**config.mk**
```make
export PLATFORM = sky130hd
export DESIGN_NAME = dac_backend
export DESIGN_NICKNAME = d
export VERILOG_FILES = /design/src/rtl/rp_analog_pkg.sv /design/src/rtl/linear_calib.sv /design/src/rtl/dac_backend.sv
export SDC_FILE = /design/constraint.sdc
export NUM_CORES = 1
export LEC_CHECK = 0
export ABC_CLOCK_PERIOD_IN_PS = 2600
export BUFFER_PORTS_ARGS = -buffer_cell sky130_fd_sc_hd__buf_2
export CAP_MARGIN = 30
export CORE_MARGIN = 3
export CORE_UTILIZATION = 45
export DETAILED_ROUTE_END_ITERATION = 7
export PLACE_DENSITY = 0.67
export RECOVER_POWER = 50
export SYNTH_ARGS = -nofsm -noshare
export SYNTH_HDL_FRONTEND = slang
export SYNTH_SLANG_ARGS = --single-unit
export TNS_END_PERCENT = 5
```
**constraint.sdc**
```tcl
create_clock -name adc_clk -period 2.6 [get_ports adc_clk]
set_input_delay 0.26 -clock adc_clk [delete_from_list [all_inputs] [get_ports adc_clk]]
set_output_delay 0.26 -clock adc_clk [all_outputs]
set_load 0.02 [all_outputs]
```
**src/rtl/rp_analog_pkg.sv**
```systemverilog
// analog chain shared definitions
package rp_analog_pkg;

  ////////////////////////////////////////////////////////////
  // widths
  ////////////////////////////////////////////////////////////

  // converter sample width
  localparam int unsigned SAMPLE_W = 14;
  // gain word, Q2.14 style
  localparam int unsigned GAIN_W = 16;
  localparam int unsigned GAIN_FRAC = 14;
  // slow analog outputs
  localparam int unsigned PDM_W = 8;
  // register bus
  localparam int unsigned AXIL_ADDR_W = 8;
  localparam int unsigned AXIL_DATA_W = 32;

  ////////////////////////////////////////////////////////////
  // sample and config types
  ////////////////////////////////////////////////////////////

  typedef logic signed [SAMPLE_W-1:0] adc_sample_t;
  typedef logic signed [SAMPLE_W-1:0] dac_sample_t;

  // per channel calibration
  typedef struct packed {
    logic signed [GAIN_W-1:0]   gain;
    logic signed [SAMPLE_W-1:0] offset;
  } calib_cfg_t;

  typedef logic [PDM_W-1:0] pdm_val_t;

  // unity gain at reset
  localparam logic signed [GAIN_W-1:0] GAIN_ONE = GAIN_W'(16384);

  ////////////////////////////////////////////////////////////
  // AXI4-Lite
  ////////////////////////////////////////////////////////////

  // master side
  typedef struct packed {
    logic [AXIL_ADDR_W-1:0] awaddr;
    logic                   awvalid;
    logic [AXIL_DATA_W-1:0] wdata;
    logic                   wvalid;
    logic                   bready;
    logic [AXIL_ADDR_W-1:0] araddr;
    logic                   arvalid;
    logic                   rready;
  } axil_req_t;

  // slave side
  typedef struct packed {
    logic                   awready;
    logic                   wready;
    logic                   bvalid;
    logic [1:0]             bresp;
    logic                   arready;
    logic                   rvalid;
    logic [AXIL_DATA_W-1:0] rdata;
    logic [1:0]             rresp;
  } axil_rsp_t;

  // register byte offsets, channel n at +4n
  localparam logic [AXIL_ADDR_W-1:0] REG_CTRL     = 8'h00;
  localparam logic [AXIL_ADDR_W-1:0] REG_ADC_GAIN = 8'h04;
  localparam logic [AXIL_ADDR_W-1:0] REG_ADC_OFFS = 8'h0C;
  localparam logic [AXIL_ADDR_W-1:0] REG_DAC_GAIN = 8'h14;
  localparam logic [AXIL_ADDR_W-1:0] REG_DAC_OFFS = 8'h1C;
  localparam logic [AXIL_ADDR_W-1:0] REG_PDM      = 8'h24;

endpackage

```
**src/rtl/linear_calib.sv**
```systemverilog
// gain and offset calibration stage
`timescale 1ns/1ns

module linear_calib #(
  parameter type SAMPLE_T = rp_analog_pkg::adc_sample_t
) (
  input  logic                      adc_clk,
  input  logic                      top_rst,
  input  SAMPLE_T                   sample_i,
  input  rp_analog_pkg::calib_cfg_t cfg_i,
  output SAMPLE_T                   sample_o
);

  localparam int unsigned SW = $bits(SAMPLE_T);
  // full product width
  localparam int unsigned PW = SW + rp_analog_pkg::GAIN_W;

  logic signed [PW-1:0] prod_q;
  logic signed [PW-1:0] shifted;
  logic signed [PW:0]   sum;
  logic        [SW-1:0] sat;

  // stage 1, multiply
  always_ff @(posedge adc_clk, posedge top_rst) begin
    if (top_rst) begin
      prod_q <= '0;
    end else begin
      prod_q <= $signed(sample_i) * cfg_i.gain;
    end
  end

  // drop gain fraction, add offset
  assign shifted = prod_q >>> rp_analog_pkg::GAIN_FRAC;
  assign sum     = shifted + cfg_i.offset;

  // clamp when upper bits differ from the sign
  always_comb begin
    if (sum[PW:SW-1] != {(PW-SW+2){sum[PW]}}) begin
      sat = sum[PW] ? {1'b1, {(SW-1){1'b0}}} : {1'b0, {(SW-1){1'b1}}};
    end else begin
      sat = sum[SW-1:0];
    end
  end

  // stage 2, saturated result
  always_ff @(posedge adc_clk, posedge top_rst) begin
    if (top_rst) begin
      sample_o <= '0;
    end else begin
      sample_o <= SAMPLE_T'(sat);
    end
  end

endmodule

```
**src/rtl/dac_backend.sv**
```systemverilog
// DAC output path
`timescale 1ns/1ns

module dac_backend #(
  parameter int unsigned NUM_CH = 2
) (
  input  logic                                            adc_clk,
  input  logic                                            top_rst,
  input  rp_analog_pkg::dac_sample_t [NUM_CH-1:0]         gen_dat_i,
  input  rp_analog_pkg::calib_cfg_t  [NUM_CH-1:0]         cfg_i,
  output rp_analog_pkg::dac_sample_t [NUM_CH-1:0]         dac_cal_o,
  output logic [NUM_CH-1:0][rp_analog_pkg::SAMPLE_W-1:0]  dac_dat_o
);

  localparam int unsigned SW = rp_analog_pkg::SAMPLE_W;

  for (genvar ch = 0; ch < NUM_CH; ch++) begin : g_ch

    // calibrated sample, also feeds loopback
    linear_calib #(
      .SAMPLE_T (rp_analog_pkg::dac_sample_t)
    ) u_calib (
      .adc_clk  (adc_clk),
      .top_rst  (top_rst),
      .sample_i (gen_dat_i[ch]),
      .cfg_i    (cfg_i[ch]),
      .sample_o (dac_cal_o[ch])
    );

    // output register
    // inverted offset binary, negative slope converter
    always_ff @(posedge adc_clk, posedge top_rst) begin
      if (top_rst) begin
        dac_dat_o[ch] <= '0;
      end else begin
        dac_dat_o[ch] <= {dac_cal_o[ch][SW-1], ~dac_cal_o[ch][SW-2:0]};
      end
    end

  end

endmodule

```
# Word level (Yosys, flattened, before mapping)
# Cells that the tools add are included.
# totals
regBits,116
in_bits,90
out_inout_bits,56
wordCells,18
# op_classes
add_sub_neg,2
n_mul,2
n_eq_ne,2
mux,4
bitwise_logic,2
# op_table
op,count
$mul 14x16->30,2
$mux 14,4
$add 16x14->17,2
$ne 17x17->1,2
$not 13->13,2

# Longest topological paths before layout
# logic_depth
depth_word,3
depth_mapped,23
ltp_nobuf,22

# Modules after synthesis
# Synthesis repeated with hierarchy kept, for this count alone.
# hier_totals
hier_cells,2074
area_unflattened_um2,20025.5
# modules_own_cells
module,instances,cells_per_inst,area_each_um2,seq_area_each_um2
linear_calib (g_ch[1].u_calib),1,1017,9646.8,750.7
linear_calib (g_ch[0].u_calib),1,1002,9576.7,750.7
dac_backend,1,55,802.0,700.7

# Worst setup path before layout
# Ideal clock, no wire load.
# synth_path
path_type,input port to flip-flop
startpoint,input cfg_i[59] (netlist bit)
endpoint,register g_ch[1].u_calib.prod_q[28]
setup_ns,0.135
t_arrival_ns,5.639
t_required_ns,2.465
slack_ns,-3.174
stages,21
n_path_buf,2
cell_sequence,clkbuf_1 nand2_1 fa_1 inv_1 fa_1 fa_1 fa_1 fa_1 inv_1 fa_1 inv_1 ha_1 clkbuf_1 a21o_1 a221oi_1 o21ai_1 a21oi_1 nand2_1 a31oi_1 o31ai_1 xor2_1
# synth_via
elab_chain_cells,1
# synth_rtl
element,line,source
start: declaration,dac_backend.sv:10,"input rp_analog_pkg::calib_cfg_t [NUM_CH-1:0] cfg_i,"
$mul 14x16->30,linear_calib.sv:28,prod_q <= $signed(sample_i) * cfg_i.gain;
end signal: assignment,linear_calib.sv:28,
end: declaration,linear_calib.sv:18,logic signed [PW-1:0] prod_q;
# Every way passes these cells.

# Final worst setup path
# layout_path
startpoint,input cfg_i[20] (netlist bit)
endpoint,register g_ch[0].u_calib.prod_q[28]
# layout_via
elab_chain_cells,1
# layout_rtl
element,line
$mul 14x16->30,linear_calib.sv:28
end signal: assignment,linear_calib.sv:28
end: declaration,linear_calib.sv:18
# Every way passes these cells.

==> results.sh <==
export IMPL_busiest_layer="met2"
export IMPL_yosys_warnings=0
export IMPL_skew_ps=6.37
export IMPL_synthFlopType="dfrtp_1"
export IMPL_cts_tree="built"
export IMPL_final_cell_mix="inv_1 (531), fa_1 (425), buf_4 (278)"
export IMPL_ant_nets=0
export IMPL_arrival_ps=5560
export IMPL_grt_overflow_total=0
export IMPL_die_area_sq_mm=0.0477
export IMPL_synth_edff_count=0
export IMPL_drc=0
export IMPL_synthCells=2157
export IMPL_status="finished with violations"
export IMPL_final_max_slew_viol_count=33
export IMPL_hpwlAfterDp_um=43300
export IMPL_multi_input_area_sq_mm=0.0164
export IMPL_coreArea_sq_mm=0.0444
export IMPL_insertion_delay_ps=350
export IMPL_ys_seq_area_frac=0.108
export IMPL_reg2reg_depth=10
export IMPL_worst_slew_pin_transition_ps=1560
export IMPL_max_freq_mhz=189
export IMPL_wl_per_cell_um=15.7
export IMPL_grt_pass1_vias=16600
export IMPL_grt_pass1_wl_um=82400
export IMPL_yosys_register_bits=88
export IMPL_start_util=0.457
export IMPL_cts_htree_levels=3
export IMPL_pin_count=146
export IMPL_area_delta_synth_final_pct=21.9
export IMPL_fin_crit_ps=5290
export IMPL_clk_pin_slew_ps=70
export IMPL_gr_usage_met2=0.365
export IMPL_met1_usage=0.296
export IMPL_antenna_found_initial=0
export IMPL_use_met3=0.0256
export IMPL_via_per_inst=4.89
export IMPL_cts_buffers=9
export IMPL_gr_usage_all_layers=0.213
export IMPL_worstSetupStartpointType="input pin"
export IMPL_async_flop_share=1.00
export IMPL_failed_checks="capacitance limit, slew limit, setup timing"
export IMPL_via_count=15300
export IMPL_grt_max_degree=57
export IMPL_cp_max_fo=7
export IMPL_drt_initial_drc_count=768
export IMPL_fp_dieW_um=218
export IMPL_setup_viol=32
export IMPL_whs_path_depth=4
export IMPL_hold_slack_ps=343
export IMPL_port_buffers=145
export IMPL_final_util=0.557
export IMPL_synth_area_sq_mm=0.0203
export IMPL_finalHoldViolations=0
export IMPL_firstDrtPassIters=5
export IMPL_nFillCells=3915
export IMPL_post_synth_top_area_fraction=0.432
export IMPL_drive_gt1_frac=0.214
export IMPL_fp_dieH_um=218
export IMPL_fin_ws_ps=-2690
export IMPL_crit_type="input pin to flop"
export IMPL_syn_area_per_cell_sq_um=9.42
export IMPL_mostFrequentLayoutCell="inv_1"
export IMPL_tns_ps=-80980
export IMPL_regArea_sq_mm=0.00220
export IMPL_cts_root_buf="clkbuf_16"
export IMPL_synth_nets=2853
export IMPL_hold_path_class="input pin to flop"
export IMPL_gp_routability_congestion=0.903
export IMPL_cts_buffer_depth=2
export IMPL_end_kind="flop"
export IMPL_synth_area_leaders="fa_1 (43%), dfrtp_1 (11%), ha_1 (10%)"
export IMPL_max_cap_viol_count=1
export IMPL_num_rows=77
export IMPL_num_antenna_cells=0
export IMPL_period_share=2.04
export IMPL_yosysUniqueCellTypes=68
export IMPL_synth_area_leader_cell="fa_1"
export IMPL_crit_required_ps=2870
export IMPL_drt_total_wl_um=49200
export IMPL_fin_nets=3229
export IMPL_rsz0062_at_grt="true"
export IMPL_cts_sinks=88
export IMPL_relSlewSlack=-0.0434
==> registers in the layout, indices dropped and copies added (netlist names) <==
name,flops
g_ch.u_calib.sample_o,28
dac_dat_o,28
g_ch.u_calib.prod_q,32
==> layout make-up <==
cell class / count / area share
clock buffers: 9 / 0.00910
clock inverters: 7 / 0.00303
inverters: 543 / 0.0825
multi-input cells: 1461 / 0.661
flip-flops and latches: 88 / 0.0890
well taps: 592 / 0.0299
repair buffers: 430 / 0.125
==> Yosys cell counts (all sizes together) (3+ instances only) <==
library cell and number:
nor4 4, o311ai 3, xor2 22, nor3 15, or3 9, o21bai 5
and2 234, o31a 3, a21o 22, nand2b 12, clkbuf 62, or2 4
a211oi 9, inv 543, o21ai 50, nor2 53, a31oi 7, a2111oi 3
buf 3, nand4 8, dfrtp 88, nor3b 3, nand2 210, and3 9
nor2b 6, a21boi 3, a21oi 51, fa 438, ha 168, xnor2 43
o31ai 7, nand3b 3, nand3 18, o21a 9, o211ai 5
==> repair_timing <==
action / in CTS / in global routing
hold buffers: 1 / 0
setup buffers: 9 / 1
hold endpoints to repair: 32 / 0
resized for setup: 100 / 58
setup endpoints to repair: 54 / 58
pin swaps: 63 / 35
gates cloned: 0 / 0
==> final timing paths <==
check                                             startpoint                     endpoint  slack [ps]
max in group asynchronous                            top_rst   g_ch[0].u_calib.prod_q[22]         930
min in group asynchronous                            top_rst                dac_dat_o[15]         800
worst max register to register    g_ch[1].u_calib.prod_q[23]  g_ch[1].u_calib.sample_o[8]           0
worst max-delay path                               cfg_i[20]   g_ch[0].u_calib.prod_q[28]       -2690
worst min-delay path                                cfg_i[0]  g_ch[0].u_calib.sample_o[0]         340
worst min register to register  g_ch[0].u_calib.sample_o[13]                dac_dat_o[13]         380
==> cells by family after synthesis <==
family / count (synthesis) / synth area share
xor+xnor: 65 / 0.0280
simple gates: 590 / 0.148
fa+ha+maj: 606 / 0.535
buf+inv: 608 / 0.113
compound gates: 200 / 0.0671
flops: 88 / 0.108
==> worst max-delay path: stages <==
cell and delay, ps:
buf_4 130, buf_6 130, and2_4 160, fa_1 570, fa_1 450, fa_1 520, fa_1 510, fa_1 540
inv_2 50, fa_1 510, inv_2 50, ha_4 220, a21oi_2 140, o221ai_2 110, a21o_1 190, or3_4 340
o211ai_1 230, nand3b_1 160, a21oi_2 160, xnor2_1 140
==> metal layers <==
layer	part of all wire	vias up	wire, um
met2	0.49	352	24100
met3	0.047	67	2300
li1	-	7185	-
met1	0.45	7689	22100
met5	0	-	0
met4	0.015	0	720
==> stage by stage <==
step	area, sq um	worst slack [ps]	std cells
final	24800	-2690	3130
after floorplan	20400	-2890	2157
after global placement	23700	-3180	3103
after global routing	24800	-2880	3130
after detailed placement	23700	-3260	3103
after CTS	24600	-2740	3129
Power is not shown: default switching activity piles up to over one toggle a cycle in this logic, so the estimate is an artifact.
