[src/rtl/rp_analog_pkg.sv]
// analog chain shared definitions
package rp_analog_pkg;

  ////////////////////////////////////////////////////////////
  // widths
  ////////////////////////////////////////////////////////////

  // converter sample width
  localparam int unsigned SAMPLE_W = 14;
  // gain word, Q2.14 style
  localparam int unsigned GAIN_W = 16;
  localparam int unsigned GAIN_FRAC = 14;
  // slow analog outputs
  localparam int unsigned PDM_W = 8;
  // register bus
  localparam int unsigned AXIL_ADDR_W = 8;
  localparam int unsigned AXIL_DATA_W = 32;

  ////////////////////////////////////////////////////////////
  // sample and config types
  ////////////////////////////////////////////////////////////

  typedef logic signed [SAMPLE_W-1:0] adc_sample_t;
  typedef logic signed [SAMPLE_W-1:0] dac_sample_t;

  // per channel calibration
  typedef struct packed {
    logic signed [GAIN_W-1:0]   gain;
    logic signed [SAMPLE_W-1:0] offset;
  } calib_cfg_t;

  typedef logic [PDM_W-1:0] pdm_val_t;

  // unity gain at reset
  localparam logic signed [GAIN_W-1:0] GAIN_ONE = GAIN_W'(16384);

  ////////////////////////////////////////////////////////////
  // AXI4-Lite
  ////////////////////////////////////////////////////////////

  // master side
  typedef struct packed {
    logic [AXIL_ADDR_W-1:0] awaddr;
    logic                   awvalid;
    logic [AXIL_DATA_W-1:0] wdata;
    logic                   wvalid;
    logic                   bready;
    logic [AXIL_ADDR_W-1:0] araddr;
    logic                   arvalid;
    logic                   rready;
  } axil_req_t;

  // slave side
  typedef struct packed {
    logic                   awready;
    logic                   wready;
    logic                   bvalid;
    logic [1:0]             bresp;
    logic                   arready;
    logic                   rvalid;
    logic [AXIL_DATA_W-1:0] rdata;
    logic [1:0]             rresp;
  } axil_rsp_t;

  // register byte offsets, channel n at +4n
  localparam logic [AXIL_ADDR_W-1:0] REG_CTRL     = 8'h00;
  localparam logic [AXIL_ADDR_W-1:0] REG_ADC_GAIN = 8'h04;
  localparam logic [AXIL_ADDR_W-1:0] REG_ADC_OFFS = 8'h0C;
  localparam logic [AXIL_ADDR_W-1:0] REG_DAC_GAIN = 8'h14;
  localparam logic [AXIL_ADDR_W-1:0] REG_DAC_OFFS = 8'h1C;
  localparam logic [AXIL_ADDR_W-1:0] REG_PDM      = 8'h24;

endpackage

[src/rtl/pdm_modulator.sv]
// first order PDM outputs
`timescale 1ns/1ns

module pdm_modulator #(
  parameter int unsigned PDM_CHN = 4
) (
  input  logic                                  adc_clk,
  input  logic                                  top_rst,
  input  rp_analog_pkg::pdm_val_t [PDM_CHN-1:0] val_i,
  output logic [PDM_CHN-1:0]                    pdm_o
);

  localparam int unsigned PW = rp_analog_pkg::PDM_W;
  // full scale, 255 for 8 bits
  localparam logic [PW:0] FULL = {1'b0, {PW{1'b1}}};

  // accumulator stays below full scale
  logic [PDM_CHN-1:0][PW-1:0] acc_q;
  logic [PDM_CHN-1:0][PW:0]   sum;

  always_comb begin
    for (int ch = 0; ch < PDM_CHN; ch++) begin
      sum[ch] = {1'b0, acc_q[ch]} + {1'b0, val_i[ch]};
    end
  end

  always_ff @(posedge adc_clk, posedge top_rst) begin
    if (top_rst) begin
      acc_q <= '0;
      pdm_o <= '0;
    end else begin
      for (int ch = 0; ch < PDM_CHN; ch++) begin
        // overflow emits a pulse
        if (sum[ch] >= FULL) begin
          pdm_o[ch] <= 1'b1;
          acc_q[ch] <= PW'(sum[ch] - FULL);
        end else begin
          pdm_o[ch] <= 1'b0;
          acc_q[ch] <= sum[ch][PW-1:0];
        end
      end
    end
  end

endmodule

[config.mk]
export PLATFORM = sky130hd
export DESIGN_NAME = pdm_modulator
export DESIGN_NICKNAME = d
export VERILOG_FILES = /design/src/rtl/rp_analog_pkg.sv /design/src/rtl/pdm_modulator.sv
export SDC_FILE = /design/constraint.sdc
export NUM_CORES = 1
export LEC_CHECK = 0
export ABC_AREA = 1
export ABC_CLOCK_PERIOD_IN_PS = 4700
export BUFFER_PORTS_ARGS = -buffer_cell sky130_fd_sc_hd__buf_4
export CAP_MARGIN = 40
export CORE_ASPECT_RATIO = 0.75
export CORE_UTILIZATION = 50
export DETAILED_ROUTE_END_ITERATION = 12
export PLACE_DENSITY = 0.68
export SYNTH_ARGS = -nofsm -noshare
export SYNTH_HDL_FRONTEND = slang
export SYNTH_SLANG_ARGS = --single-unit
[constraint.sdc]
create_clock -name adc_clk -period 4.7 [get_ports adc_clk]
set_input_delay 0.94 -clock adc_clk [delete_from_list [all_inputs] [get_ports adc_clk]]
set_output_delay 0.94 -clock adc_clk [all_outputs]
set_load 0.01 [all_outputs]
# Word-level counts from Yosys, hierarchy flattened

Cells that the tools add are included.

Latch bits: 0
Memories kept: 0
Input bits: 34
Word-level logic and storage cells: 25
Bits in read-only memories: 0
Flip-flop bits (word level): 36
RAM bits: 0

Add/sub/neg operators: 8
Bitwise logic cells: 0
Reduce and logical (&&, ||, !) cells: 0
Equality and inequality tests: 0
Muxes and demuxes: 8
Shift-type cells: 0
Multipliers: 0
Div/mod/pow operators: 0
Order comparisons: 4

Operators with widths:

| operator            | number |
|---|---|
| $add 8x8->9         | 4 |
| $ge 9x8->1 const B  | 4 |
| $mux 8              | 4 |
| $sub 8x8->8 const B | 4 |
| $mux 1              | 4 |

# Depth between registers and ports, before layout

Gate-level depths: netlist (run 1).

Word-level depth: 3
Gate-level depth with buffers: 15
Gate-level depth less buffers: 15

# Worst setup path after synthesis (run 1)

OpenSTA, ideal clock, no wires.

Kind: input to register
From: input port val_i[0] (netlist name)
To: register acc_q[2] (netlist name)
Slack: 1.945 ns
Stages on the path: 11
Required time: 4.634 ns
Data arrival time: 2.689 ns
Cells stage by stage: ha_1 -> fa_1 -> ha_1 -> inv_1 -> nor2_1 -> nand3_1 -> nor2_1 -> nand4_2 -> nand3_2 -> nand2_1 -> nand2_1

Cells in the longest elaborated chain, start to end: 3

Ends and longest elaborated chain:

| element                                   | line                                     | source |
|---|---|---|
| start: declaration                        | pdm_modulator.sv:9                       | `input rp_analog_pkg::pdm_val_t [PDM_CHN-1:0] val_i,` |
| $add 8x8->9 *                             | pdm_modulator.sv:23                      | `sum[ch] = {1'b0, acc_q[ch]} + {1'b0, val_i[ch]};` |
| $sub 8x8->8 or $ge 9x8->1 (tied branches) | pdm_modulator.sv:36, pdm_modulator.sv:34 |  |
| $mux 8 *                                  | pdm_modulator.sv:34                      | `if (sum[ch] >= FULL) begin` |
| end signal: indexed assignment            | pdm_modulator.sv:36                      | `acc_q[ch] <= PW'(sum[ch] - FULL);` |
| end signal: indexed assignment            | pdm_modulator.sv:39                      | `acc_q[ch] <= sum[ch][PW-1:0];` |
| end: declaration                          | pdm_modulator.sv:18                      | `logic [PDM_CHN-1:0][PW-1:0] acc_q;` |

Every way passes the cells marked *; elsewhere a longest branch is shown, timed or not.

# Worst setup path after layout (run 1)

From: input port val_i[0] (netlist name)
To: register acc_q[3] (netlist name)

Same word-level chain as after synthesis.

==> metrics.yaml, run 1 <==
drc: 0
slew_headroom_pct: 67.49
synth.distinct_cells: 33
overflow: 0
multi_input_area_um2: 2365
arrival_ps: 3160
synth_commonest_cells: "nand2_1 (186), inv_1 (74), nand3_1 (59), dfrtp_1 (36), ha_1 (36)"
post-synth-top-count-cell: "nand2_1"
vias_per_cell: 4.936
grt_usage_pct: 20.98
port_buffers: 37
clock_sinks: 36
slew_viol_final: 0
grt_max_degree: 37
min_path_type: "reg2reg"
drt-initial-drc-count: 114
synthArstFlopShare_pct: 100.0
die-area_um2: 7508
setup_tns_ps: 0
cts.root.buffer_cell: "clkbuf_8"
rows: 26
crit_family: "simple AND/OR/NAND/NOR gates"
finalCritPeriodShare_pct: 62.30
drive_above_1_share_pct: 14.56
setup_viol: 0
hold_viol_final: 0
clkSlewWorstSetupHoldPaths_ps: 80
r2r-end: "acc_q[3]"
ir_drop_mv: 0.3189
holdPathEnd: "acc_q[16]"
fin_ws_ps: 1772
yosys-top-cells-area: "dfrtp_1 (25%), nand2_1 (19%), ha_1 (13%), nand3_1 (8.2%), inv_1 (7.8%)"
cp_cell_sequence: "buf_4 -> ha_1 -> fa_1 -> ha_1 -> inv_1 -> nor2_1 -> nand3_1 -> nor2_1 -> nand4_2 -> nand3_2 -> nand2_1 -> nand2_1"
numCtsBuffers: 5
io_pins: 38
die_w_um: 99.72
worst_path_max_delay_cell: "fa_1"
reg2reg_depth: 11
synthCells: 525
fin_nets: 643
ys_warn_count: 0
synth-main-ff-cell: "dfrtp_1"
detail-route-antenna-nets: 0
path_max_fanout: 8
end_kind: "register"
cp.required_ps: 4930
core_um2: 6864
synth_top_area_cell: "dfrtp_1"
holdPathStages: 3
max_freq_ghz: 0.3415
diodes: 0
num_vias: 3297
min_period_ps: 2928
reg2reg_slack_ps: 2150
register_area_um2: 900.9
synth-edff-count: 0
gp_congestion: 0.8060
antenna_found_initial: 0
yosysTopAreaCellShare_pct: 25.16
ys_seq_elements: 36
wire_per_inst_um: 11.14
cts_tree: "yes"
p_per_area_nw_per_um2: 772.4
clk_latency_ps: 290
fillers: 639
routed_wl_um: 7441
grt_setup_unrepaired: "no"
die-height_um: 75.29
syn_area_um2: 3581
grt_first_pass_wirelength_um: 12360
post-cts-setup-buffer-count: 0
grt_pass1_vias: 2817
fin_worst_skew_ps: 4.439
max-clock-path-buffers: 2
p_leak_nw: 2.325
area_growth_pct: 13.70
pre_cts_ws_ps: 1508
min_from: "acc_q[16]"
synth_fp_nets: 599
firstDrtPassIters: 4
max_stage_delay_ps: 560
postSynthAreaPerCell_um2: 6.821
start_util_pct: 52.17
outcome: "finished, final reports clean"
critPathKind: "in2reg"
dp_hpwl_um: 5963
path_buf_inv: 2
ys_seq_area_share_pct: 25.16
h-tree-depth: 2
tightest_slew_ps: 487.6
worst_setup_path_start_kind: "primary input"
drv_cap: 0
worstReg2RegStart: "acc_q[0]"
ctsResizeCount: 0
postLayoutCoreUtil_pct: 59.31
ctsHoldBuffers: 0
==> tightest hold or removal path, cell delays in order, from the launching register on <==
cell and delay [ps]:
dfrtp_1 330, ha_1 160, nand3_1 90, nand2_1 70
==> logic make-up (layout without fill, tap and decap cells) <==
group                      Yosys count  count (layout)  synth area share (%)
xor gates and xnor gates            21              21                 5.136
buffers and inverters               82             127                 8.805
AOI/OAI and AO/OA                   26              26                 4.263
and+or+nand+nor                    320             320                 41.82
adders and majority gates           40              40                 14.81
DFF                                 36              36                 25.16
==> layout by cell type, fill, tap and decap left out, types with 10 or more instances in the layout <==
cell type  count
nand2_1      186
nand4_1       19
nand2_2       10
nor2_1        22
nand3_1       59
xor2_1        14
buf_4         38
a21oi_1       14
dfrtp_1       36
ha_1          36
inv_1         74
==> stage by stage <==
stage	hold WS, ps	instance area, um^2	power [mW]	cells
floorplan	608.5	3581	2.463	525
global placement	644.1	3978	2.846	660
detailed placement	660.2	3978	2.894	660
CTS	677.9	4071	3.154	668
global route	724.2	4071	3.529	668
finish	674.9	4071	3.145	668
==> power breakdown <==
group | switching (mW) | internal, mW
combinational | 1.48 | 0.868
clock | 0.117 | 0.119
sequential | 0.0746 | 0.489
==> flip-flops by register name (all words and copies together), names as in the netlist <==
name and flops:
acc_q 32, pdm_o 4
==> cell type report <==
cell class / instances / area share, %
well taps: 98 / 3.012
flip-flops and latches: 36 / 22.13
clock inverters: 1 / 0.1844
repair buffers: 38 / 7.007
inverters: 81 / 7.468
clock buffers: 7 / 2.120
multi-input cells: 407 / 58.08
==> worst max-delay path by stage <==
stage                     slack, ps        end  cells past startpoint      start
after CTS                      1800   acc_q[1]                     12   val_i[0]
after global placement         1650  acc_q[25]                     12  val_i[24]
after floorplan                1950   acc_q[2]                     11   val_i[0]
after global routing           1570   acc_q[2]                     12   val_i[0]
after detailed placement       1510   acc_q[1]                     12   val_i[0]
final                          1770   acc_q[3]                     12   val_i[0]
==> layer usage <==
metal	global-route usage, %	routed length (um)	up-vias
met5	0	0	-
met4	6.536	76	0
met2	32.11	3115	58
met1	30.81	3981	1452
li1	-	-	1780
met3	3.119	269	7
Note: power is estimated with default switching activity, not from simulation.
==> inputs of run 2 (changes only) <==
--- a/config.mk
+++ b/config.mk
@@ -6,7 +6,7 @@
 export NUM_CORES = 1
 export LEC_CHECK = 0
 export ABC_AREA = 1
-export ABC_CLOCK_PERIOD_IN_PS = 4700
+export ABC_CLOCK_PERIOD_IN_PS = 2900
 export BUFFER_PORTS_ARGS = -buffer_cell sky130_fd_sc_hd__buf_4
 export CAP_MARGIN = 40
 export CORE_ASPECT_RATIO = 0.75
==> constraint.sdc (replaced) <==
create_clock -name adc_clk -period 2.9 [get_ports adc_clk]
set_input_delay 0.58 -clock adc_clk [delete_from_list [all_inputs] [get_ports adc_clk]]
set_output_delay 0.58 -clock adc_clk [all_outputs]
set_load 0.01 [all_outputs]
==> run 2 against run 1 <==
Effect of this change: first-iteration DRC count down 19%; total power up 62%; setup slack worse by 1300 ps; via count down 0.76%; sequential share of layout area down 0.088 points; wire length down 2.4%; combinational power up 64%; count of clock-buffer cells in the layout down 2; utilization up 0.24 points; flip-flop and latch count unchanged; clock skew about the same; sequential power up 62%; critical endpoint is now acc_q[26]; largest cell class unchanged.
==> metrics.yaml, run 2 (synthesized netlist as in run 1, its figures left out) <==
outcome: "finished, final reports clean"
reg2reg_slack_ps: 540
cts_tree: "yes"
r2r-end: "acc_q[0]"
power_mw: 5.087
path_max_fanout: 8
p_per_area_nw_per_um2: 1244
die-height_um: 75.29
top_regs: "acc_q: 32 flops, pdm_o: 4 flops"
core_um2: 6864
p_leak_nw: 2.342
num_vias: 3272
start_util_pct: 52.17
end_kind: "register"
worstReg2RegStart: "acc_q[0]"
worst_setup_path_start_kind: "primary input"
port_buffers: 37
min_path_type: "in2async"
max_stage_delay_ps: 540
hold_viol_final: 0
clock_sinks: 36
mostFrequentLayoutCells: "nand2_1 (186), inv_1 (74), nand3_1 (59), buf_4 (41)"
cp.required_ps: 3120
h-tree-depth: 2
overflow: 0
gp_congestion: 0.8341
die_w_um: 99.72
grt_max_degree: 19
antenna_found_initial: 0
drc: 0
io_pins: 38
cp_cell_sequence: "buf_4 -> ha_1 -> fa_1 -> ha_1 -> inv_1 -> nor2_1 -> nand3_1 -> nor2_1 -> nand3_2 -> nand3_4 -> nand2_1 -> nand2_1"
worst_path_max_delay_cell: "fa_1"
dp_hpwl_um: 6093
detail-route-antenna-nets: 0
diodes: 0
ir_drop_mv: 0.5090
grt_setup_unrepaired: "no"
wire_per_inst_um: 10.82
vias_per_cell: 4.876
ctsHoldBuffers: 0
slew_headroom_pct: 71.98
fin_worst_skew_ps: 4.242
firstDrtPassIters: 4
regMostFlops: "acc_q"
fin_nets: 646
setup_tns_ps: 0
max-clock-path-buffers: 2
grt_pass1_vias: 2959
critPathKind: "in2reg"
slew_viol_final: 0
cts.root.buffer_cell: "clkbuf_8"
grt_usage_pct: 21.00
clkSlewWorstSetupHoldPaths_ps: 70
finalCritPeriodShare_pct: 82.42
numCtsBuffers: 5
post-cts-setup-buffer-count: 0
min_period_ps: 2390
drive_above_1_share_pct: 15.18
clk_latency_ps: 280
drv_cap: 0
layout_commonest_cell: "nand2_1"
max_freq_ghz: 0.4184
rows: 26
largest_reg_flops: 32
routed_wl_um: 7259
arrival_ps: 2610
ctsResizeCount: 0
setup_viol: 0
die-area_um2: 7508
grt_first_pass_wirelength_um: 12610
area_growth_pct: 14.15
drt-initial-drc-count: 92
tightest_slew_ps: 417.3
reg2reg_depth: 11
run 2: cell types whose count changed in the layout (fill, tap and decap cells not counted), sizes merged:
cell      delta
clkinvlp     -1
clkbuf       -2
clkinv       +3
buf          +3
run 2: per-stage QoR:
stage	cell area, um^2	util (%)	setup WS (ps)	hold slack (ps)	instances
after floorplan	3581	-	505.2	608.5	525
after global placement	4000	58.28	266.5	546.3	663
after detailed placement	4000	58.28	199.6	555.8	663
after CTS	4088	59.55	507.9	247.2	671
after global routing	4088	59.55	266.2	251.3	671
final	4088	59.55	509.8	242.6	671
run 2: power breakdown:
part | internal [mW] | switching (mW)
clock | 0.167 | 0.184
sequential | 0.792 | 0.118
combinational | 1.43 | 2.39
total | 2.39 | 2.69
run 2: worst max path at each step:
stage                         start   endpoint  cells after the start
after floorplan            val_i[0]   acc_q[2]                     11
after global placement     val_i[0]   acc_q[2]                     12
after detailed placement   val_i[0]   acc_q[0]                     12
after CTS                  val_i[0]   acc_q[0]                     12
after global routing       val_i[0]   acc_q[0]                     12
final                     val_i[24]  acc_q[26]                     12
run 2: critical path, delay by kind of cell:
family | cells | cell delay [ps]
adders and majority gates | 3 | 940
buffers and inverters | 2 | 170
and+or+nand+nor | 7 | 910
run 2: layout make-up:
| type | instances | area (um^2) |
|---|---|---|
| Sequential cell | 36 | 900.9 |
| Inverter | 81 | 304.0 |
| Fill cell | 636 | 2776 |
| Tap cell | 98 | 122.6 |
| Clock buffer | 5 | 68.82 |
| Timing Repair Buffer | 41 | 307.8 |
| Multi-Input combinational cell | 407 | 2365 |
| Clock inverter | 3 | 18.77 |
run 2: routing by layer:
layer	part of all wire [%]	wire length (um)	vias to the layer above	GRT usage (%)
li1	-	-	1787	-
met5	0	0	-	0
met4	0.83	60	0	4.085
met1	54	3927	1425	30.12
met2	41	3002	54	34.02
met3	3.7	268	6	3.394
