## src/rtl/rp_analog_pkg.sv

```systemverilog
// analog chain shared definitions
package rp_analog_pkg;

  ////////////////////////////////////////////////////////////
  // widths
  ////////////////////////////////////////////////////////////

  // converter sample width
  localparam int unsigned SAMPLE_W = 14;
  // gain word, Q2.14 style
  localparam int unsigned GAIN_W = 16;
  localparam int unsigned GAIN_FRAC = 14;
  // slow analog outputs
  localparam int unsigned PDM_W = 8;
  // register bus
  localparam int unsigned AXIL_ADDR_W = 8;
  localparam int unsigned AXIL_DATA_W = 32;

  ////////////////////////////////////////////////////////////
  // sample and config types
  ////////////////////////////////////////////////////////////

  typedef logic signed [SAMPLE_W-1:0] adc_sample_t;
  typedef logic signed [SAMPLE_W-1:0] dac_sample_t;

  // per channel calibration
  typedef struct packed {
    logic signed [GAIN_W-1:0]   gain;
    logic signed [SAMPLE_W-1:0] offset;
  } calib_cfg_t;

  typedef logic [PDM_W-1:0] pdm_val_t;

  // unity gain at reset
  localparam logic signed [GAIN_W-1:0] GAIN_ONE = GAIN_W'(16384);

  ////////////////////////////////////////////////////////////
  // AXI4-Lite
  ////////////////////////////////////////////////////////////

  // master side
  typedef struct packed {
    logic [AXIL_ADDR_W-1:0] awaddr;
    logic                   awvalid;
    logic [AXIL_DATA_W-1:0] wdata;
    logic                   wvalid;
    logic                   bready;
    logic [AXIL_ADDR_W-1:0] araddr;
    logic                   arvalid;
    logic                   rready;
  } axil_req_t;

  // slave side
  typedef struct packed {
    logic                   awready;
    logic                   wready;
    logic                   bvalid;
    logic [1:0]             bresp;
    logic                   arready;
    logic                   rvalid;
    logic [AXIL_DATA_W-1:0] rdata;
    logic [1:0]             rresp;
  } axil_rsp_t;

  // register byte offsets, channel n at +4n
  localparam logic [AXIL_ADDR_W-1:0] REG_CTRL     = 8'h00;
  localparam logic [AXIL_ADDR_W-1:0] REG_ADC_GAIN = 8'h04;
  localparam logic [AXIL_ADDR_W-1:0] REG_ADC_OFFS = 8'h0C;
  localparam logic [AXIL_ADDR_W-1:0] REG_DAC_GAIN = 8'h14;
  localparam logic [AXIL_ADDR_W-1:0] REG_DAC_OFFS = 8'h1C;
  localparam logic [AXIL_ADDR_W-1:0] REG_PDM      = 8'h24;

endpackage

```

## src/rtl/linear_calib.sv

```systemverilog
// gain and offset calibration stage
`timescale 1ns/1ns

module linear_calib #(
  parameter type SAMPLE_T = rp_analog_pkg::adc_sample_t
) (
  input  logic                      adc_clk,
  input  logic                      top_rst,
  input  SAMPLE_T                   sample_i,
  input  rp_analog_pkg::calib_cfg_t cfg_i,
  output SAMPLE_T                   sample_o
);

  localparam int unsigned SW = $bits(SAMPLE_T);
  // full product width
  localparam int unsigned PW = SW + rp_analog_pkg::GAIN_W;

  logic signed [PW-1:0] prod_q;
  logic signed [PW-1:0] shifted;
  logic signed [PW:0]   sum;
  logic        [SW-1:0] sat;

  // stage 1, multiply
  always_ff @(posedge adc_clk, posedge top_rst) begin
    if (top_rst) begin
      prod_q <= '0;
    end else begin
      prod_q <= $signed(sample_i) * cfg_i.gain;
    end
  end

  // drop gain fraction, add offset
  assign shifted = prod_q >>> rp_analog_pkg::GAIN_FRAC;
  assign sum     = shifted + cfg_i.offset;

  // clamp when upper bits differ from the sign
  always_comb begin
    if (sum[PW:SW-1] != {(PW-SW+2){sum[PW]}}) begin
      sat = sum[PW] ? {1'b1, {(SW-1){1'b0}}} : {1'b0, {(SW-1){1'b1}}};
    end else begin
      sat = sum[SW-1:0];
    end
  end

  // stage 2, saturated result
  always_ff @(posedge adc_clk, posedge top_rst) begin
    if (top_rst) begin
      sample_o <= '0;
    end else begin
      sample_o <= SAMPLE_T'(sat);
    end
  end

endmodule

```

## src/rtl/adc_frontend.sv

```systemverilog
// ADC input path
`timescale 1ns/1ns

module adc_frontend #(
  parameter int unsigned NUM_CH = 2
) (
  input  logic                                            adc_clk,
  input  logic                                            top_rst,
  input  logic [NUM_CH-1:0][rp_analog_pkg::SAMPLE_W-1:0]  adc_dat_i,
  input  logic                                            loop_i,
  input  rp_analog_pkg::dac_sample_t [NUM_CH-1:0]         loop_dat_i,
  input  rp_analog_pkg::calib_cfg_t  [NUM_CH-1:0]         cfg_i,
  output rp_analog_pkg::adc_sample_t [NUM_CH-1:0]         adc_cal_o
);

  localparam int unsigned SW = rp_analog_pkg::SAMPLE_W;

  rp_analog_pkg::adc_sample_t [NUM_CH-1:0] raw_q;
  rp_analog_pkg::adc_sample_t [NUM_CH-1:0] cal_in;

  for (genvar ch = 0; ch < NUM_CH; ch++) begin : g_ch

    // input register, offset binary to signed
    // msb kept, the rest inverted
    always_ff @(posedge adc_clk, posedge top_rst) begin
      if (top_rst) begin
        raw_q[ch] <= '0;
      end else begin
        raw_q[ch] <= {adc_dat_i[ch][SW-1], ~adc_dat_i[ch][SW-2:0]};
      end
    end

    // digital loopback mux
    assign cal_in[ch] = loop_i ? rp_analog_pkg::adc_sample_t'(loop_dat_i[ch]) : raw_q[ch];

    linear_calib #(
      .SAMPLE_T (rp_analog_pkg::adc_sample_t)
    ) u_calib (
      .adc_clk  (adc_clk),
      .top_rst  (top_rst),
      .sample_i (cal_in[ch]),
      .cfg_i    (cfg_i[ch]),
      .sample_o (adc_cal_o[ch])
    );

  end

endmodule

```

## config.mk

```make
export PLATFORM = sky130hd
export DESIGN_NAME = adc_frontend
export DESIGN_NICKNAME = d
export VERILOG_FILES = /design/src/rtl/rp_analog_pkg.sv /design/src/rtl/linear_calib.sv /design/src/rtl/adc_frontend.sv
export SDC_FILE = /design/constraint.sdc
export NUM_CORES = 1
export LEC_CHECK = 0
export ABC_CLOCK_PERIOD_IN_PS = 11300
export BUFFER_PORTS_ARGS = -buffer_cell sky130_fd_sc_hd__buf_2
export CAP_MARGIN = 15
export CORE_UTILIZATION = 42
export DETAILED_ROUTE_END_ITERATION = 10
export HOLD_SLACK_MARGIN = 0.12
export PLACE_DENSITY = 0.69
export REMOVE_ABC_BUFFERS = 1
export SYNTH_ARGS = -nofsm -noshare
export SYNTH_HDL_FRONTEND = slang
export SYNTH_HIERARCHICAL = 1
export SYNTH_SLANG_ARGS = --single-unit
export TNS_END_PERCENT = 20
```

## constraint.sdc

```tcl
create_clock -name adc_clk -period 11.3 [get_ports adc_clk]
set_input_delay 0.565 -clock adc_clk [delete_from_list [all_inputs] [get_ports adc_clk]]
set_output_delay 0.565 -clock adc_clk [all_outputs]
set_load 0.05 [all_outputs]
```

**Yosys cells after proc, flatten, opt, wreduce, memory -nomap -nowiden**

Cells that the tools add are included.

- Flip-flop bits (word level): 116
- Bits in latches: 0
- Memory bits (writable): 0
- Bits in read-only memories: 0
- Input port bits: 119
- Output and inout bits: 28
- Word-level logic and storage cells: 20
- Memories: 0

- Add/sub/neg operators: 2
- $mul: 2
- Div/mod/pow operators: 0
- Order comparisons: 0
- Equal/unequal tests: 2
- Shift operators: 0
- Multiplexer cells: 6
- Bitwise operators: 2
- Reduce and logical (&&, ||, !) cells: 0

Operators by type and width:

| cell | count |
|---|---|
| $mux W14 | 6 |
| $mul A14 B16 Y30 | 2 |
| $add A16 B14 Y17 | 2 |
| $ne A17 B17 Y1 | 2 |
| $not A13 Y13 | 2 |

**Depth between registers and ports, before layout**

Gate-level depths: netlist of the first run.

- Depth in word-level cells: 3
- Depth in mapped cells: 26
- Depth with buffers taken out: 23

**Cells and area by module**

Netlist of the first run, hierarchy kept.

By module, submodules not included:

| module | times used | cells each | area each (um^2) | sequential area each (um^2) |
|---|---|---|---|---|
| linear_calib at g_ch[0].u_calib | 1 | 1001 | 9593.0 | 750.7 |
| linear_calib at g_ch[1].u_calib | 1 | 997 | 9517.9 | 750.7 |
| adc_frontend | 1 | 86 | 1243.7 | 700.7 |

**Worst setup path before layout of the first run**

Ideal clock, no wire load.

- Path kind: input -> register
- Start point: input port loop_i
- End point: register g_ch[0].u_calib.prod_q[28]
- Setup time: 0.123 ns
- Data arrival time: 6.399 ns
- Required time: 11.177 ns
- Setup slack: 4.778 ns
- Stages on the path: 21
- Buffers on the path: 2
- Cell sequence: buf_6 mux2_2 clkbuf_1 nand2_1 fa_1 inv_1 fa_1 fa_1 fa_1 fa_1 inv_1 fa_1 inv_1 ha_1 nand2_1 or4b_2 o22ai_1 a41oi_1 nand2b_1 a21oi_1 xnor2_1

RTL lines:

| element | line | RTL |
|---|---|---|
| start, declared | adc_frontend.sv:10 | `input logic loop_i,` |
| end signal, assigned | linear_calib.sv:28 | `prod_q <= $signed(sample_i) * cfg_i.gain;` |
| end, declared | linear_calib.sv:18 | `logic signed [PW-1:0] prod_q;` |

==> summary.md, run 1 <==
| Metric | Value |
|---|---|
| Outcome | `complete, no violations` |
| Initial antenna violation count | `0` |
| Die height | `about 220 um` |
| CTS Root Cell | `clkbuf_16` |
| # diodes | `0` |
| RSZ-0062 raised after global routing | `false` |
| Critical path launch point type | `primary input` |
| DIE WIDTH | `between 200 and 250 um` |
| First-pass detailed-route iteration total | `5` |
| Syn Area/Cell | `9.77 um^2` |
| Starting Density | `a little over two fifths` |
| Hold WC Path Type | `in -> async` |
| First-pass GRT wire length | `76.2 mm` |
| I/O pin cnt | `~150` |
| Top-count cell post-synth | `inv_1` |
| Adder-cell share of the synthesized area | `53.4%` |
| Post-DP HPWL | `approximately 38 mm` |
| Proportion of synthesized area in mux cells | `around 1.9%` |
| Yosys warns | `6` |
| TNS Setup | `0 ns` |
| GRT overflow | `0` |
| Gate Count Post-Synth | `2084` |
| Ys async rst share | `100%` |
| Synth-to-layout area growth | `7.53%` |
| CTS tree | `yes` |
| Synth Area in XOR/XNOR | `3.10%` |
| CTS Buf Count | `9` |
| Worst EP required | `11.57 ns` |
| Main combinational cell family by area after synthesis | `adder cells` |
| WL per Instance | `16.2 um` |
| Global-route usage over all layers | `19.2%` |
| Clock sinks | `approximately 90` |
| Final ANT Viol Nets | `0` |
| Crit-path max FO | `28` |
| Synth Cell Area | `20400 um^2` |
| Min Tclk post-route | `7.11 ns` |
| Final number of hold-violating endpoints | `0` |
| Post-CTS Setup Bufs | `0` |
| Worst-path clk slew | `around 0.08 ns` |
| Largest net degree at the start of global routing | `31` |
| Final max-slew violation count | `0` |
| Rows | `80` |
| GPL Wtd Cong | `approximately 0.86` |
| Kind of critical path | `in -> reg` |
| Clk_skew | `0.0105 ns` |
| Max clock buf depth | `2` |
| Finish-stage setup viols | `0` |
| Skew-Pair Late Insertion Delay | `approximately 0.37 ns` |
| Die area | `~50000 um^2` |
| Register area share after synthesis | `a little over a tenth` |
| Vias | `between 10000 and 15000` |
| Resized cells post-CTS | `0` |
| Via-per-instance ratio | `5.01` |
| Crit path DAT | `between 7 and 8 ns` |
| Yosys top cell by area | `fa_1` |
| Vias in the first global route | `~16000` |
| Max-cap violations | `0` |
| Port Buf Inserts | `between 100 and 150` |
| Synth Area in Simple Gates | `14.0%` |
| CTS Hold Bufs | `0` |
| #FFs+latches synth | `88` |
| Synth cell types | `69` |
| Max Clk Rate | `~0.14 GHz` |
| Core ar. | `around 48000 um^2` |
| Initial DRC Count | `about 640` |
| Slew headroom | `between 40 and 50%` |
| Tcrit/Tclk final | `between 60% and 70%` |
| Top post-synthesis cells by count | `inv_1, fa_1, nand2_1` |
| Nets@finish | `2901` |
| Remaining DRCs | `0` |
| Compound-cell area share of the yosys netlist | `under 10%` |
| Htree depth | `3` |
| Primary FF master, synth | `dfrtp_1` |
| Synth top area share | `43.1%` |
| Final wirelength | `between 40 and 50 mm` |
| Worst-Margin Slew | `0.785 ns` |
| Synth area leaders | `fa_1, dfrtp_1, ha_1` |
| Crit end category | `flop` |
| Layout cells sized above 1 | `between 10% and 20%` |
| Post-synth EDFFs | `0` |
==> cell type report <==
cell class                      instances  area [um^2]
Timing Repair Buffer                  149          793
Fill cell                            4473        25900
Multi-Input combinational cell       1442        16000
Sequential cell                        88         2200
Clock buffer                            9          225
Clock inverter                          7         73.8
Inverter                              486         1820
Tap cell                              615          769
==> final timing paths <==
kind | from | to | slack [ns] | cells after the start
hold / removal | top_rst | g_ch[1].u_calib/prod_q[25] | 0.24 | 2
max in group asynchronous | top_rst | raw_q[9] | 10.49 | 3
min in group adc_clk | adc_dat_i[27] | raw_q[27] | 0.30 | 1
hold reg to reg | g_ch[1].u_calib/prod_q[14] | g_ch[1].u_calib/sample_o[0] | 0.61 | 2
setup / recovery | loop_i | g_ch[0].u_calib/prod_q[28] | 4.19 | 20
setup reg to reg | raw_q[27] | g_ch[1].u_calib/prod_q[29] | 4.82 | 21
==> layer usage <==
metal / up-vias / global-route usage, % / wire length, um
li1: 6408 / - / -
met1: 7295 / 23.2 / 17900
met2: 261 / 35.9 / 24800
met3: 42 / 2.37 / 1710
met4: 0 / 5.09 / 782
met5: - / 0 / 0
==> critical path, cell delays in order <==
cell and delay [ns]:
buf_2 0.61, mux2_2 0.47, nand2_1 0.20, fa_1 0.56, inv_1 0.07, fa_1 0.80, fa_1 0.53, fa_1 0.50
fa_1 0.49, inv_1 0.05, fa_1 0.50, inv_1 0.04, ha_1 0.31, nand2_1 0.08, or4b_2 0.62, o22ai_1 0.37
a41oi_1 0.22, nand2b_1 0.15, a21oi_1 0.09, xnor2_1 0.12
==> sequential cells by signal (all words and copies together) (netlist names) <==
name	flops
raw_q	28
g_ch.u_calib/prod_q	32
g_ch.u_calib/sample_o	28
==> per-stage QoR <==
stage,util (%),hold WS (ns),cells,instance area [um^2],setup WS (ns)
floorplan,-,0.537,2016,20000,5.09
global placement,45.1,0.596,2778,21500,3.84
detailed placement,45.1,0.607,2778,21500,3.74
CTS,45.7,0.276,2794,21800,4.13
global route,45.8,0.236,2796,21900,3.79
finish,45.8,0.240,2796,21900,4.19
==> logic make-up after synthesis <==
family                   Yosys count
AND/OR/NAND/NOR                  561
adder cells (fa/ha/maj)          606
flip-flops                        88
AO/OA/AOI/OAI                    175
buffers and inverters            554
multiplexers                      28
XOR/XNOR                          72
==> layout by cell type (no fill, tap or decap), types with 44 or more instances in the layout <==
cell | synthesis | layout
fa_1 | 438 | 438
dfrtp_1 | 88 | 88
ha_1 | 168 | 168
inv_1 | 486 | 486
buf_2 | 0 | 146
xnor2_1 | 55 | 55
nand2_1 | 220 | 220
and2_1 | 215 | 215
a21oi_1 | 44 | 44
nor2_1 | 44 | 44
Power of run 1 is not shown: default switching activity piles up to over one toggle a cycle in this logic, so the estimate is an artifact.
==> run 2: changes to the inputs <==
ABC_CLOCK_PERIOD_IN_PS = 6470   (was 11300)
PLACE_DENSITY = 0.71   (was 0.69)
clock period = 6.47 ns   (was 11.3 ns; I/O delays follow)
==> run 2 against run 1 <==
  * Die area did not move
  * Via count rose by 2.9%
  * Critical endpoint is now g_ch[1].u_calib/prod_q[29]
  * Flip-flop and latch count did not move
  * Critical path depth up 3
  * Clock skew rose by 0.0011 ns
  * First-iteration DRC count up 11%
  * Register-to-register slack got worse by 4.6 ns
  * Non-clock buffer count increased by 87
  * Count of clock-buffer cells in the layout stayed put
  * Sequential share of layout area is 0.35 points lower
  * Global-route usage increased by 0.52 points
==> summary.md, run 2 (same netlist as run 1, synthesis figures left out) <==
| Metric | Value |
|---|---|
| Outcome | `complete, no violations` |
| Final ANT Viol Nets | `0` |
| DIE WIDTH | `roughly 220 um` |
| Largest net degree at the start of global routing | `31` |
| Post-DP HPWL | `38.6 mm` |
| GRT overflow | `0` |
| Worst EP required | `roughly 6.8 ns` |
| Min Tclk post-route | `6.20 ns` |
| Core ar. | `~48000 um^2` |
| Max Clk Rate | `around 0.16 GHz` |
| Most common cell after layout, fill and taps aside | `inv_1` |
| Crit end category | `flop` |
| Clock sinks | `88` |
| Via-per-instance ratio | `around 5` |
| Initial antenna violation count | `1` |
| Largest registers | `g_ch.u_calib/prod_q: 32 flops, g_ch.u_calib/sample_o: 28 flops, raw_q: 28 flops` |
| CP delay by family, top | `adder cells` |
| Post-CTS Setup Bufs | `0` |
| Finish-stage setup viols | `0` |
| First-pass detailed-route iteration total | `5` |
| Initial DRC Count | `a little over 700` |
| Htree depth | `3` |
| GPL Wtd Cong | `about 0.91` |
| Die height | `roughly 220 um` |
| Final worst slack | `about 0.27 ns` |
| Slew headroom | `around three fifths` |
| Global-route usage over all layers | `about a fifth` |
| Final wirelength | `46.4 mm` |
| CTS tree | `yes` |
| CTS Root Cell | `clkbuf_16` |
| Reg with most FFs | `g_ch.u_calib/prod_q` |
| Hold WC Path Type | `in -> reg` |
| FF-to-FF End | `g_ch[1].u_calib/prod_q[29]` |
| Max clock buf depth | `2` |
| Largest register FFs | `32` |
| First-pass GRT wire length | `just under 80 mm` |
| Worst Path Buf+Inv | `5` |
| Clk_skew | `between 0.01 and 0.015 ns` |
| Critical path launch point type | `flop` |
| # diodes | `0` |
| Remaining DRCs | `0` |
| Slowest-stage cell, CP | `fa_1` |
| RR Startpoint | `raw_q[16]` |
| Max-cap violations | `0` |
| Nets@finish | `between 2000 and 3000` |
| Skew-Pair Late Insertion Delay | `0.39 ns` |
| Reg area | `2200 um^2` |
| Multi-input combinational cell area | `between 15000 and 20000 um^2` |
| Die area | `around 50000 um^2` |
| Pre-CTS WS | `-0.197 ns` |
| Worst-Margin Slew | `a little under 0.6 ns` |
| Tcrit/Tclk final | `between 90% and 100%` |
| WHS Endpoint | `g_ch[1].u_calib/sample_o[0]` |
| Synth-to-layout area growth | `11.4%` |
| Starting Density | `between 40% and 50%` |
| Hold path depth | `3` |
| RSZ-0062 raised after global routing | `false` |
| Crit path DAT | `~6.5 ns` |
| Fillers | `around 4400` |
| WL per Instance | `about 16 um` |
| Min-delay src | `cfg_i[30]` |
| Vias | `about 14000` |
| Commonest non-fill, non-tap cells in the layout | `inv_1, fa_1, nand2_1, and2_1, ha_1` |
| CTS Buf Count | `9` |
| Port Buf Inserts | `146` |
| Layout cells sized above 1 | `between 10% and 20%` |
| I/O pin cnt | `147` |
| Crit-path max FO | `9` |
| Reg2reg setup slack | `0.27 ns` |
| Worst-path clk slew | `approximately 0.08 ns` |
| Vias in the first global route | `16000` |
| Most frequent CP cell | `fa_1` |
| Critical Path, Cell by Cell | `mux2_4 > buf_4 > and2_1 > fa_1 > inv_1 > fa_1 > inv_1 > fa_1 > fa_1 > fa_1 > inv_1 > fa_1 > inv_1 > ha_1 > a21oi_1 > o21ai_1 > a21oi_1 > o21ai_0 > a31oi_2 > o221ai_1 > a31o_1 > a21oi_1 > xor2_1` |
| Final number of hold-violating endpoints | `0` |
| Reg2Reg Depth | `23` |
| Final max-slew violation count | `0` |
| Kind of critical path | `reg -> reg` |
| Worst path max stage delay | `between 0.5 and 0.6 ns` |
| Rows | `80` |
## run 2: area by class of cell
class | instances | share of cell area (%)
Clock buffer | 9 | 0.993
Clock inverter | 7 | 0.480
Inverter | 486 | 8.05
Multi-Input combinational cell | 1442 | 70.7
Sequential cell | 88 | 9.71
Tap cell | 615 | 3.39
Timing Repair Buffer | 236 | 6.67
## run 2: worst max path at each step
stage | startpoint | endpoint | slack, ns | cells past startpoint
global route | raw_q[16] | g_ch[1].u_calib/prod_q[29] | 0.002 | 23
CTS | raw_q[16] | g_ch[1].u_calib/prod_q[18] | 0.1 | 21
floorplan | loop_i | g_ch[0].u_calib/prod_q[28] | 0.50 | 18
detailed placement | loop_i | g_ch[1].u_calib/prod_q[18] | -0.20 | 23
global placement | loop_i | g_ch[1].u_calib/prod_q[18] | -0.13 | 23
finish | raw_q[16] | g_ch[1].u_calib/prod_q[29] | 0.27 | 23
## run 2: stage by stage
stage	instances	util (%)	TNS, ns	area (um^2)	hold WS, ns
2_1_floorplan	2016	-	0	20000	0.355
3_3_place_gp	2837	46.1	-0.577	22000	0.433
3_5_place_dp	2837	46.1	-1.46	22000	0.436
4_1_cts	2882	47.4	0	22600	0.233
5_1_grt	2883	47.5	0	22700	0.265
6_report	2883	47.5	0	22700	0.264
## run 2: layer usage
metal  routed length [um]  vias to the layer above  global-route usage (%)
met1                17900                     7434                    23.3
li1                     -                     6583                       -
met3                 1990                       72                    2.96
met2                25200                      316                    36.3
met5                   10                        -                       0
met4                 1290                        2                    6.94
## run 2: worst register-to-register path, cell delays in order, from the launching register on
cell	delay, ns
dfrtp_1	0.36
mux2_4	0.29
buf_4	0.19
and2_1	0.17
fa_1	0.54
inv_1	0.05
fa_1	0.48
inv_1	0.05
fa_1	0.49
fa_1	0.48
fa_1	0.52
inv_1	0.05
fa_1	0.48
inv_1	0.04
ha_1	0.31
a21oi_1	0.21
o21ai_1	0.10
a21oi_1	0.16
o21ai_0	0.11
a31oi_2	0.26
o221ai_1	0.20
a31o_1	0.24
a21oi_1	0.16
xor2_1	0.18
## run 2: repair_timing
| item | CTS | global route |
|---|---|---|
| endpoints found under the setup margin | 0 | 14 |
| resized for setup | 0 | 5 |
| hold buffers | 29 | 0 |
| endpoints found under the hold margin | 88 | 0 |
Power of run 2 is left out for the same reason.
